===== config.mk =====
export PLATFORM = sky130hd
export DESIGN_NAME = axil_mbox_top
export DESIGN_NICKNAME = d
export VERILOG_FILES = /design/src/common/mbox_pkg.sv /design/src/axil_mbox/axil_mbox_ctrl.sv /design/src/axil_mbox/mbox_status.sv /design/src/rtl/axil_mbox_top.sv /design/src/rtl/fifo.sv
export VERILOG_INCLUDE_DIRS = /design/src /design/src/common
export SDC_FILE = /design/constraint.sdc
export NUM_CORES = 1
export LEC_CHECK = 0
export ABC_AREA = 1
export BUFFER_PORTS_ARGS = -buffer_cell sky130_fd_sc_hd__buf_4
export CORE_MARGIN = 2
export CORE_UTILIZATION = 25
export DETAILED_ROUTE_END_ITERATION = 6
export SLEW_MARGIN = 20
export SYNTH_ARGS = -nofsm -noshare
export SYNTH_HDL_FRONTEND = slang
export SYNTH_SLANG_ARGS = --single-unit

===== constraint.sdc =====
create_clock -name clk -period 5.48 [get_ports clk]
set_clock_uncertainty 0.15 [all_clocks]
set_input_delay 0.548 -clock clk [delete_from_list [all_inputs] [get_ports clk]]
set_output_delay 0.548 -clock clk [all_outputs]
set_load 0.01 [all_outputs]

===== src/common/mbox_params.svh =====
`ifndef MBOX_PARAMS_SVH
`define MBOX_PARAMS_SVH

// ########################################
// Widths and queue depths
// ########################################
`define MBOX_DATA_W     32    // Mailbox word and AXI data bus.
`define MBOX_ADDR_W     4     // Register address.
`define MBOX_TX_SLOTS   4     // Transmit queue depth in words.
`define MBOX_RX_SLOTS   4     // Receive queue depth in words.

// ########################################
// Register map
// ########################################
`define MBOX_REG_TX     4'h0  // Write pushes a word.
`define MBOX_REG_RX     4'h4  // Read pops a word.
`define MBOX_REG_STATUS 4'h8  // Read-only status word.
`define MBOX_REG_CTRL   4'hC  // Interrupt enable and error clear.

`define MBOX_CTRL_IRQ_EN 0    // Interrupt enable bit of the control register.
`define MBOX_CTRL_CLR    1    // Sticky error clear bit of the control register.

`endif


===== src/common/mbox_pkg.sv =====
`include "mbox_params.svh"

package mbox_pkg;

  typedef logic [`MBOX_DATA_W-1:0] mbox_word_t;  // One mailbox word.
  typedef logic [`MBOX_ADDR_W-1:0] axil_addr_t;  // Register address.
  typedef logic [1:0]              axil_resp_t;  // AXI response code.

  localparam axil_resp_t AXIL_OKAY   = 2'b00;    // Normal access.
  localparam axil_resp_t AXIL_SLVERR = 2'b10;    // Queue misuse.

  // ########################################
  // AXI4-Lite channels
  // ########################################
  typedef struct packed {
    axil_addr_t awaddr;
    logic       awvalid;
    mbox_word_t wdata;
    logic       wvalid;
    logic       bready;
  } axil_wr_req_t;

  typedef struct packed {
    logic       awready;
    logic       wready;
    axil_resp_t bresp;
    logic       bvalid;
  } axil_wr_rsp_t;

  typedef struct packed {
    axil_addr_t araddr;
    logic       arvalid;
    logic       rready;
  } axil_rd_req_t;

  typedef struct packed {
    logic       arready;
    mbox_word_t rdata;
    axil_resp_t rresp;
    logic       rvalid;
  } axil_rd_rsp_t;

  // Status word fields, highest bit first.
  typedef struct packed {
    logic irq_en;        // Bit 6.
    logic rx_underflow;  // Bit 5, sticky.
    logic tx_overflow;   // Bit 4, sticky.
    logic rx_full;
    logic rx_empty;
    logic tx_full;
    logic tx_empty;      // Bit 0.
  } mbox_status_t;

  typedef enum logic [1:0] {
    ST_IDLE,   // Waiting for a request.
    ST_BRESP,  // Write response pending.
    ST_RRESP   // Read response pending.
  } ctrl_state_e;

endpackage


===== src/axil_mbox/axil_mbox_ctrl.sv =====
`timescale 1ns/1ps
`include "mbox_params.svh"

module axil_mbox_ctrl (
  input  logic                   clk,
  input  logic                   arst,
  input  mbox_pkg::axil_wr_req_t wr_req_i,
  output mbox_pkg::axil_wr_rsp_t wr_rsp_o,
  input  mbox_pkg::axil_rd_req_t rd_req_i,
  output mbox_pkg::axil_rd_rsp_t rd_rsp_o,
  output logic                   tx_push_o,
  output mbox_pkg::mbox_word_t   tx_data_o,
  input  logic                   tx_err_i,
  output logic                   rx_pop_o,
  input  mbox_pkg::mbox_word_t   rx_data_i,
  input  logic                   rx_err_i,
  output logic                   ctrl_we_o,
  output mbox_pkg::mbox_word_t   ctrl_wdata_o,
  input  mbox_pkg::mbox_status_t status_i
);

  localparam int STATUS_W = $bits(mbox_pkg::mbox_status_t);

  mbox_pkg::ctrl_state_e state_q;   // Current bus state.
  mbox_pkg::ctrl_state_e state_d;
  logic                  rd_accept; // Read address taken this cycle.
  logic                  wr_accept; // Write address and data taken this cycle.
  mbox_pkg::mbox_word_t  rdata_d;   // Read data selected by address.
  mbox_pkg::mbox_word_t  rdata_q;
  mbox_pkg::axil_resp_t  bresp_q;
  mbox_pkg::axil_resp_t  rresp_q;

  // ########################################
  // Acceptance and decode
  // ########################################
  // Reads win when both arrive in the same idle cycle.
  assign rd_accept = (state_q == mbox_pkg::ST_IDLE) && rd_req_i.arvalid;
  assign wr_accept = (state_q == mbox_pkg::ST_IDLE) && !rd_req_i.arvalid &&
                     wr_req_i.awvalid && wr_req_i.wvalid;  // Address and data together.

  assign tx_push_o    = wr_accept && (wr_req_i.awaddr == `MBOX_REG_TX);   // One-cycle push.
  assign tx_data_o    = wr_req_i.wdata;
  assign ctrl_we_o    = wr_accept && (wr_req_i.awaddr == `MBOX_REG_CTRL); // Control write.
  assign ctrl_wdata_o = wr_req_i.wdata;
  assign rx_pop_o     = rd_accept && (rd_req_i.araddr == `MBOX_REG_RX);   // One-cycle pop.

  always_comb begin
    case (rd_req_i.araddr)
      `MBOX_REG_RX: begin
        rdata_d = rx_data_i;  // Head of receive queue, zero when empty.
      end
      `MBOX_REG_STATUS: begin
        rdata_d = {{(`MBOX_DATA_W-STATUS_W){1'b0}}, status_i};  // Zero-extended.
      end
      `MBOX_REG_CTRL: begin
        rdata_d = {{(`MBOX_DATA_W-1){1'b0}}, status_i.irq_en};  // Enable only.
      end
      default: begin
        rdata_d = '0;  // Transmit register and holes read zero.
      end
    endcase
  end

  // ########################################
  // State machine
  // ########################################
  always_comb begin
    state_d = state_q;
    case (state_q)
      mbox_pkg::ST_IDLE: begin
        if (rd_accept) begin
          state_d = mbox_pkg::ST_RRESP;
        end else if (wr_accept) begin
          state_d = mbox_pkg::ST_BRESP;
        end
      end
      mbox_pkg::ST_BRESP: begin
        if (wr_req_i.bready) begin
          state_d = mbox_pkg::ST_IDLE;  // Response taken.
        end
      end
      mbox_pkg::ST_RRESP: begin
        if (rd_req_i.rready) begin
          state_d = mbox_pkg::ST_IDLE;  // Response taken.
        end
      end
      default: begin
        state_d = mbox_pkg::ST_IDLE;
      end
    endcase
  end

  always_ff @(posedge clk or posedge arst) begin
    if (arst) begin
      state_q <= mbox_pkg::ST_IDLE;
    end else begin
      state_q <= state_d;
    end
  end

  // Response fields are captured on acceptance and held until the handshake.
  always_ff @(posedge clk) begin
    if (wr_accept) begin
      bresp_q <= (tx_push_o && tx_err_i) ? mbox_pkg::AXIL_SLVERR :
                                           mbox_pkg::AXIL_OKAY;  // Push into full queue.
    end
    if (rd_accept) begin
      rdata_q <= rdata_d;
      rresp_q <= (rx_pop_o && rx_err_i) ? mbox_pkg::AXIL_SLVERR :
                                          mbox_pkg::AXIL_OKAY;   // Pop from empty queue.
    end
  end

  // ########################################
  // Response channels
  // ########################################
  always_comb begin
    wr_rsp_o.awready = wr_accept;
    wr_rsp_o.wready  = wr_accept;
    wr_rsp_o.bresp   = bresp_q;
    wr_rsp_o.bvalid  = (state_q == mbox_pkg::ST_BRESP);
    rd_rsp_o.arready = rd_accept;
    rd_rsp_o.rdata   = rdata_q;
    rd_rsp_o.rresp   = rresp_q;
    rd_rsp_o.rvalid  = (state_q == mbox_pkg::ST_RRESP);
  end

endmodule


===== src/axil_mbox/mbox_status.sv =====
`timescale 1ns/1ps
`include "mbox_params.svh"

module mbox_status (
  input  logic                   clk,
  input  logic                   arst,
  input  logic                   tx_err_i,
  input  logic                   rx_err_i,
  input  logic                   tx_empty_i,
  input  logic                   tx_full_i,
  input  logic                   rx_empty_i,
  input  logic                   rx_full_i,
  input  logic                   ctrl_we_i,
  input  mbox_pkg::mbox_word_t   ctrl_wdata_i,
  output mbox_pkg::mbox_status_t status_o,
  output logic                   irq_o
);

  logic irq_en_q;  // Interrupt enable.
  logic tx_ovf_q;  // Sticky host overflow.
  logic rx_unf_q;  // Sticky host underflow.
  logic clr_req;   // Clear request from a control write.

  assign clr_req = ctrl_we_i && ctrl_wdata_i[`MBOX_CTRL_CLR];

  // ########################################
  // Enable and sticky flags
  // ########################################
  always_ff @(posedge clk or posedge arst) begin
    if (arst) begin
      irq_en_q <= 1'b0;
      tx_ovf_q <= 1'b0;
      rx_unf_q <= 1'b0;
    end else begin
      if (ctrl_we_i) begin
        irq_en_q <= ctrl_wdata_i[`MBOX_CTRL_IRQ_EN];  // Every control write sets it.
      end
      // A new error beats a clear on the same edge.
      if (tx_err_i) begin
        tx_ovf_q <= 1'b1;
      end else if (clr_req) begin
        tx_ovf_q <= 1'b0;
      end
      if (rx_err_i) begin
        rx_unf_q <= 1'b1;
      end else if (clr_req) begin
        rx_unf_q <= 1'b0;
      end
    end
  end

  // ########################################
  // Status word and interrupt
  // ########################################
  always_comb begin
    status_o.tx_empty     = tx_empty_i;
    status_o.tx_full      = tx_full_i;
    status_o.rx_empty     = rx_empty_i;
    status_o.rx_full      = rx_full_i;
    status_o.tx_overflow  = tx_ovf_q;
    status_o.rx_underflow = rx_unf_q;
    status_o.irq_en       = irq_en_q;
  end

  assign irq_o = irq_en_q && !rx_empty_i;  // Level interrupt while words wait.

endmodule


===== src/rtl/axil_mbox_top.sv =====
`timescale 1ns/1ps
`include "mbox_params.svh"

module axil_mbox_top (
  input  logic                   clk,
  input  logic                   arst,
  input  mbox_pkg::axil_wr_req_t wr_req_i,
  output mbox_pkg::axil_wr_rsp_t wr_rsp_o,
  input  mbox_pkg::axil_rd_req_t rd_req_i,
  output mbox_pkg::axil_rd_rsp_t rd_rsp_o,
  output mbox_pkg::mbox_word_t   m_data_o,
  output logic                   m_valid_o,
  input  logic                   m_ready_i,
  input  mbox_pkg::mbox_word_t   s_data_i,
  input  logic                   s_valid_i,
  output logic                   s_ready_o,
  output logic                   irq_o
);

  logic                   tx_push;     // Host write into transmit queue.
  mbox_pkg::mbox_word_t   tx_data;
  logic                   tx_pop;      // Outgoing stream transfer.
  logic                   tx_err;
  logic                   tx_full;
  logic                   tx_empty;
  logic                   rx_push;     // Incoming stream transfer.
  logic                   rx_pop;      // Host read from receive queue.
  mbox_pkg::mbox_word_t   rx_data;
  logic                   rx_err;
  logic                   rx_full;
  logic                   rx_empty;
  logic                   ctrl_we;
  mbox_pkg::mbox_word_t   ctrl_wdata;
  mbox_pkg::mbox_status_t status;

  // ########################################
  // Stream handshakes
  // ########################################
  assign m_valid_o = !tx_empty;              // Offer the head word.
  assign tx_pop    = m_valid_o && m_ready_i;
  assign s_ready_o = !rx_full;               // Accept while there is room.
  assign rx_push   = s_valid_i && s_ready_o;

  axil_mbox_ctrl u_ctrl (
    .clk          (clk),
    .arst         (arst),
    .wr_req_i     (wr_req_i),
    .wr_rsp_o     (wr_rsp_o),
    .rd_req_i     (rd_req_i),
    .rd_rsp_o     (rd_rsp_o),
    .tx_push_o    (tx_push),
    .tx_data_o    (tx_data),
    .tx_err_i     (tx_err),
    .rx_pop_o     (rx_pop),
    .rx_data_i    (rx_data),
    .rx_err_i     (rx_err),
    .ctrl_we_o    (ctrl_we),
    .ctrl_wdata_o (ctrl_wdata),
    .status_i     (status)
  );

  fifo #(.SLOTS(`MBOX_TX_SLOTS), .WIDTH(`MBOX_DATA_W)) u_tx_fifo (
    .clk     (clk),
    .arst    (arst),
    .write_i (tx_push),
    .read_i  (tx_pop),
    .data_i  (tx_data),
    .data_o  (m_data_o),
    .error_o (tx_err),   // Host overflow only.
    .full_o  (tx_full),
    .empty_o (tx_empty)
  );

  fifo #(.SLOTS(`MBOX_RX_SLOTS), .WIDTH(`MBOX_DATA_W)) u_rx_fifo (
    .clk     (clk),
    .arst    (arst),
    .write_i (rx_push),
    .read_i  (rx_pop),
    .data_i  (s_data_i),
    .data_o  (rx_data),
    .error_o (rx_err),   // Host underflow only.
    .full_o  (rx_full),
    .empty_o (rx_empty)
  );

  mbox_status u_status (
    .clk          (clk),
    .arst         (arst),
    .tx_err_i     (tx_err),
    .rx_err_i     (rx_err),
    .tx_empty_i   (tx_empty),
    .tx_full_i    (tx_full),
    .rx_empty_i   (rx_empty),
    .rx_full_i    (rx_full),
    .ctrl_we_i    (ctrl_we),
    .ctrl_wdata_i (ctrl_wdata),
    .status_o     (status),
    .irq_o        (irq_o)
  );

endmodule


===== src/rtl/fifo.sv =====
`timescale 1ns/1ps

module fifo #(
  parameter int SLOTS = 2,
  parameter int WIDTH = 8
) (
  input  logic             clk,
  input  logic             arst,
  input  logic             write_i,
  input  logic             read_i,
  input  logic [WIDTH-1:0] data_i,
  output logic [WIDTH-1:0] data_o,
  output logic             error_o,
  output logic             full_o,
  output logic             empty_o
);

  localparam int IDX_W = $clog2(SLOTS);  // Index bits, pointers get one more.

  logic [WIDTH-1:0] mem_q [SLOTS];        // Queue storage.
  logic [IDX_W:0]   wr_ptr_q;             // Write pointer with wrap bit.
  logic [IDX_W:0]   rd_ptr_q;             // Read pointer with wrap bit.
  logic             do_write;
  logic             do_read;

  // Depth must be a power of two so the pointers wrap cleanly.
  if ((SLOTS < 2) || ((1 << IDX_W) != SLOTS)) begin : g_slots_check
    $error("fifo: SLOTS must be a power of two and at least 2");
  end

  // ########################################
  // Flags and output word
  // ########################################
  assign empty_o = (wr_ptr_q == rd_ptr_q);                     // Same lap, same slot.
  assign full_o  = (wr_ptr_q[IDX_W-1:0] == rd_ptr_q[IDX_W-1:0]) &&
                   (wr_ptr_q[IDX_W] != rd_ptr_q[IDX_W]);       // One lap ahead.
  assign data_o  = empty_o ? '0 : mem_q[rd_ptr_q[IDX_W-1:0]]; // Head word, zero when empty.

  assign do_write = write_i && !full_o;   // Writes to a full queue are dropped.
  assign do_read  = read_i && !empty_o;   // Reads of an empty queue are dropped.
  assign error_o  = (write_i && full_o) ||
                    (read_i && empty_o);  // Misuse pulse, same cycle.

  // ########################################
  // Pointers and storage
  // ########################################
  always_ff @(posedge clk or posedge arst) begin
    if (arst) begin
      wr_ptr_q <= '0;
      rd_ptr_q <= '0;
    end else begin
      if (do_write) begin
        wr_ptr_q <= wr_ptr_q + 1'b1;  // Advance past the new word.
      end
      if (do_read) begin
        rd_ptr_q <= rd_ptr_q + 1'b1;  // Release the head slot.
      end
    end
  end

  always_ff @(posedge clk) begin
    if (do_write) begin
      mem_q[wr_ptr_q[IDX_W-1:0]] <= data_i;  // Store at the tail.
    end
  end

endmodule


==> key figures <==
Outcome
  • Status: finished with violations
  • Violations in the final reports: hold timing

Routing
  • Post-route antenna net violation count: 0
  • Via-per-instance ratio: 4.19
  • Routed wire length: ~28,000 um
  • Number of search-and-repair iterations in the first detailed-routing pass: 5
  • Drt initial violations: 589
  • Via count: 7,898
  • Remaining design rule violation count: 0
  • Detailed-route wire length per cell: between 10 and 15 um

Power
  • Logic gate share of total power: 28.5%
  • Cell Pwr Density: 466 nW/um2
  • Sw Ratio: ~34%
  • Sequential share of power: 43.0%
  • Maximum VDD drop: 0.258 mV
  • Clock network fraction of total power: 28.4%
  • Net switching power: 2.40 mW
  • Cell internal pwr: 4.74 mW
  • Standby leakage power: ~5.9 nW

Critical path
  • Biggest cell delay along the critical path: 800 ps
  • Critical path class: register to output port
  • Worst path required time: 4780 ps
  • Maximum fanout along the worst path: roughly 70
  • Critical path endpoint category: output port
  • CP arrival: 3040 ps
  • Startpoint Class: register
  • Cell Chain, Critical Path: buf_4, inv_2, nand2_1, nand2_2, nand3_2, nand2_1, inv_1, buf_4
  • Cell type of the slowest stage on the worst timing path: inv_2

CTS
  • Number of buffers created by CTS: 31
  • Root buffer cell: clkbuf_16
  • CTS tree: yes
  • Source-to-sink clock delay at the later pin of the worst-skew pair: between 500 and 600 ps
  • Worst-case clock buffer depth: 3
  • Clock-pin slew reported for the worst setup and hold paths after clock tree synthesis: roughly 70 ps
  • # clock sinks: about 310
  • Maximum level of the CTS H-tree: 1

Global route
  • Wire length of the first global-routing pass: 42,900 um
  • Largest net degree at the start of global routing: 69
  • Most utilized layer in the global route result: met2
  • Met1 global-route usage: 14.9%
  • Initial antenna violation count: 1
  • Global routing usage on met3: 2.44%
  • Via count of the first global-routing pass: approximately 7,500
  • GRT Total Usage: between 10% and 20%
  • GR Overflow Total: 0
  • Global-route met2 utilization: 17.3%

Logic synthesis
  • Avg Inst Size Synth: 11.9 um2
  • Number of instances in the synthesized netlist: about 1,100
  • Number of flops mapped to enable cells by yosys: 290
  • Share of the yosys chip area belonging to registers: 73.3%
  • Predominant post-synthesis flop cell: edfxtp_1
  • Mapped Area: 12,500 um2
  • Post-synth cell types: 25
  • Seq cells post-synth: 307
  • Async SR Flop Fraction: 5.54%
  • Yosys synthesis warning count: 0

Die
  • Count of boundary I/O pins: 157
  • Std-Cell Rows: just over 80
  • Floorplan Core Area: 49,100 um2
  • Die Height: 227 um
  • Die area: 51,600 um2
  • Horizontal die dimension: 227 um
  • Initial core utilization: 25.4%

Layout
  • Final instance count without filler cells: 1,883
  • Area growth, synth to finish: 23.0%
  • # nets final: 1,286
  • Fillcell total: 4,981
  • Utilization of the core after routing: 31.2%
  • Ratio of cells with drive above 1 in the final layout: 19.3%
  • Number of antenna diodes: 0

STA
  • Final number of setup-violating endpoints: 0
  • Number of pins exceeding their max-slew limit in the final report: 0
  • Timing-limited maximum frequency: 0.267 GHz
  • Hold Worst Slack: -1.25 ps
  • Final critical-path required period: 3740 ps
  • Slew at the pin with the worst max-slew slack: 1050 ps
  • Fin crit share: 68.3%
  • TNS Setup: 0 ps
  • Unrepaired setup endpoints after global routing: no
  • Slew headroom: 29.7%
  • Final hold viol count: 3

Place
  • GP Congestion: 0.759
  • Number of placed instances with taps included: 1,820
  • Number of buffers inserted by port buffering: about 150
  • Detailed placer's ending HPWL: roughly 17,000 um

Worst hold path
  • Path category of the worst min-delay check: input pin to async pin

Job
  • Max-cap violations: 0
==> cell usage after synthesis, drive strengths merged (2+ instances only) <==
library cell  count  area, um2
buf              33        214
nand3            40        210
o21ai           146        731
edfxtp          290       8710
clkbuf           21       78.8
ha               10        125
a21oi            25        163
nor2            216        811
dfrtp            17        425
xor2              4       35.0
o31ai             2       15.0
inv              94        353
nand2           150        573
==> power groups by stage <==
stage               clock network, mW  logic (mW)  registers (mW)
floorplan                           0        1.41            2.99
global placement                    0        2.04            3.11
detailed placement                  0        2.06            3.11
CTS                              2.09        2.07            3.07
global route                     2.18        2.33            3.11
finish                           2.03        2.04            3.07
==> state kept, by name, indices dropped and copies added, names as in the netlist <==
name and flops:
u_ctrl.bresp_q 1, u_ctrl.rdata_q 32, u_ctrl.rresp_q 1, u_ctrl.state_q 2
u_rx_fifo.mem_q 128, u_rx_fifo.rd_ptr_q 3, u_rx_fifo.wr_ptr_q 3, u_status.irq_en_q 1
u_status.rx_unf_q 1, u_status.tx_ovf_q 1, u_tx_fifo.mem_q 128, u_tx_fifo.rd_ptr_q 3
u_tx_fifo.wr_ptr_q 3
==> per-stage QoR <==
step                instance area, um2  power [mW]  setup WS, ps
finish                           15300        7.13          1740
global route                     15300        7.62          1440
detailed placement               14200        5.18          1760
CTS                              15300        7.23          1680
floorplan                        12500        4.39          2420
global placement                 14200        5.15          1870
==> cells by family (layout without fill, tap and decap cells) <==
group | count (synthesis) | in the layout | synth area share, %
XOR/XNOR | 4 | 4 | 0.281
AO/OA/AOI/OAI | 173 | 173 | 7.29
buffers and inverters | 148 | 315 | 5.18
adder cells (fa/ha/maj) | 10 | 10 | 1.00
AND/OR/NAND/NOR | 408 | 408 | 12.9
other | 1 | 2 | 0.0301
flip-flops | 307 | 307 | 73.3
==> final cells by class <==
class                      instances  area [um2]  area share (%)
clock buffer                      39         816            5.32
multi-input combinational        597        2740            17.9
timing repair buffer             164        1280            8.36
tap                              664         831            5.42
inverter                          94         353            2.30
sequential                       307        9140            59.7
clock inverter                    18         159            1.04
==> final timing paths <==
| kind | startpoint | to | depth (start not counted) | slack (ps) |
|---|---|---|---|---|
| max | u_rx_fifo.rd_ptr_q[0] | irq_o | 8 | 1740 |
| min | arst | u_rx_fifo.wr_ptr_q[1] | 2 | -1 |
| max reg2reg | u_rx_fifo.rd_ptr_q[0] | u_rx_fifo.mem_q[3][13] | 7 | 1790 |
| min reg2reg | u_status.rx_unf_q | u_status.rx_unf_q | 2 | 330 |
| max in group asynchronous | arst | u_tx_fifo.rd_ptr_q[1] | 2 | 4610 |
| min in group clk | s_data_i[8] | u_rx_fifo.mem_q[0][8] | 1 | 40 |
==> critical path: cells and delay by family (launching register included) <==
family,cells,cell delay [ps]
flip-flops,1,390
buffers and inverters,4,1310
AND/OR/NAND/NOR,4,720
==> cell usage in the layout (no fill, tap or decap), types with 2 or more instances in the layout <==
cell type      instances
nand2_1              148
xor2_1                 4
clkinv_2               6
inv_2                  4
a21oi_2               10
bufinv_16              2
nor2_4                 8
o31ai_1                2
dfrtp_1               14
buf_16                 2
o21ai_0              134
nand3_1               38
edfxtp_1             290
ha_1                  10
nor2_1               208
conb_1                 2
nand3_2                2
o21ai_1               12
a21oi_1               15
clkinv_1               4
clkinv_4               2
clkbuf_1               7
clkbuf_16             31
buf_4                158
inv_1                 90
inv_6                  2
dlygate4sd3_1          4
dfrtp_4                2
==> per-layer routing <==
| layer | share of wire, % | vias up |
|---|---|---|
| li1 | - | 3849 |
| met1 | 46 | 3754 |
| met2 | 46 | 256 |
| met3 | 7.2 | 37 |
| met4 | 1.7 | 2 |
| met5 | 0.043 | - |
==> timing repair <==
action	4_1_cts	5_1_grt
buffers inserted	0	0
hold endpoints to repair	7	0
hold buffers	4	0
resized for setup	0	0
Power figures use the tool's default switching activity.
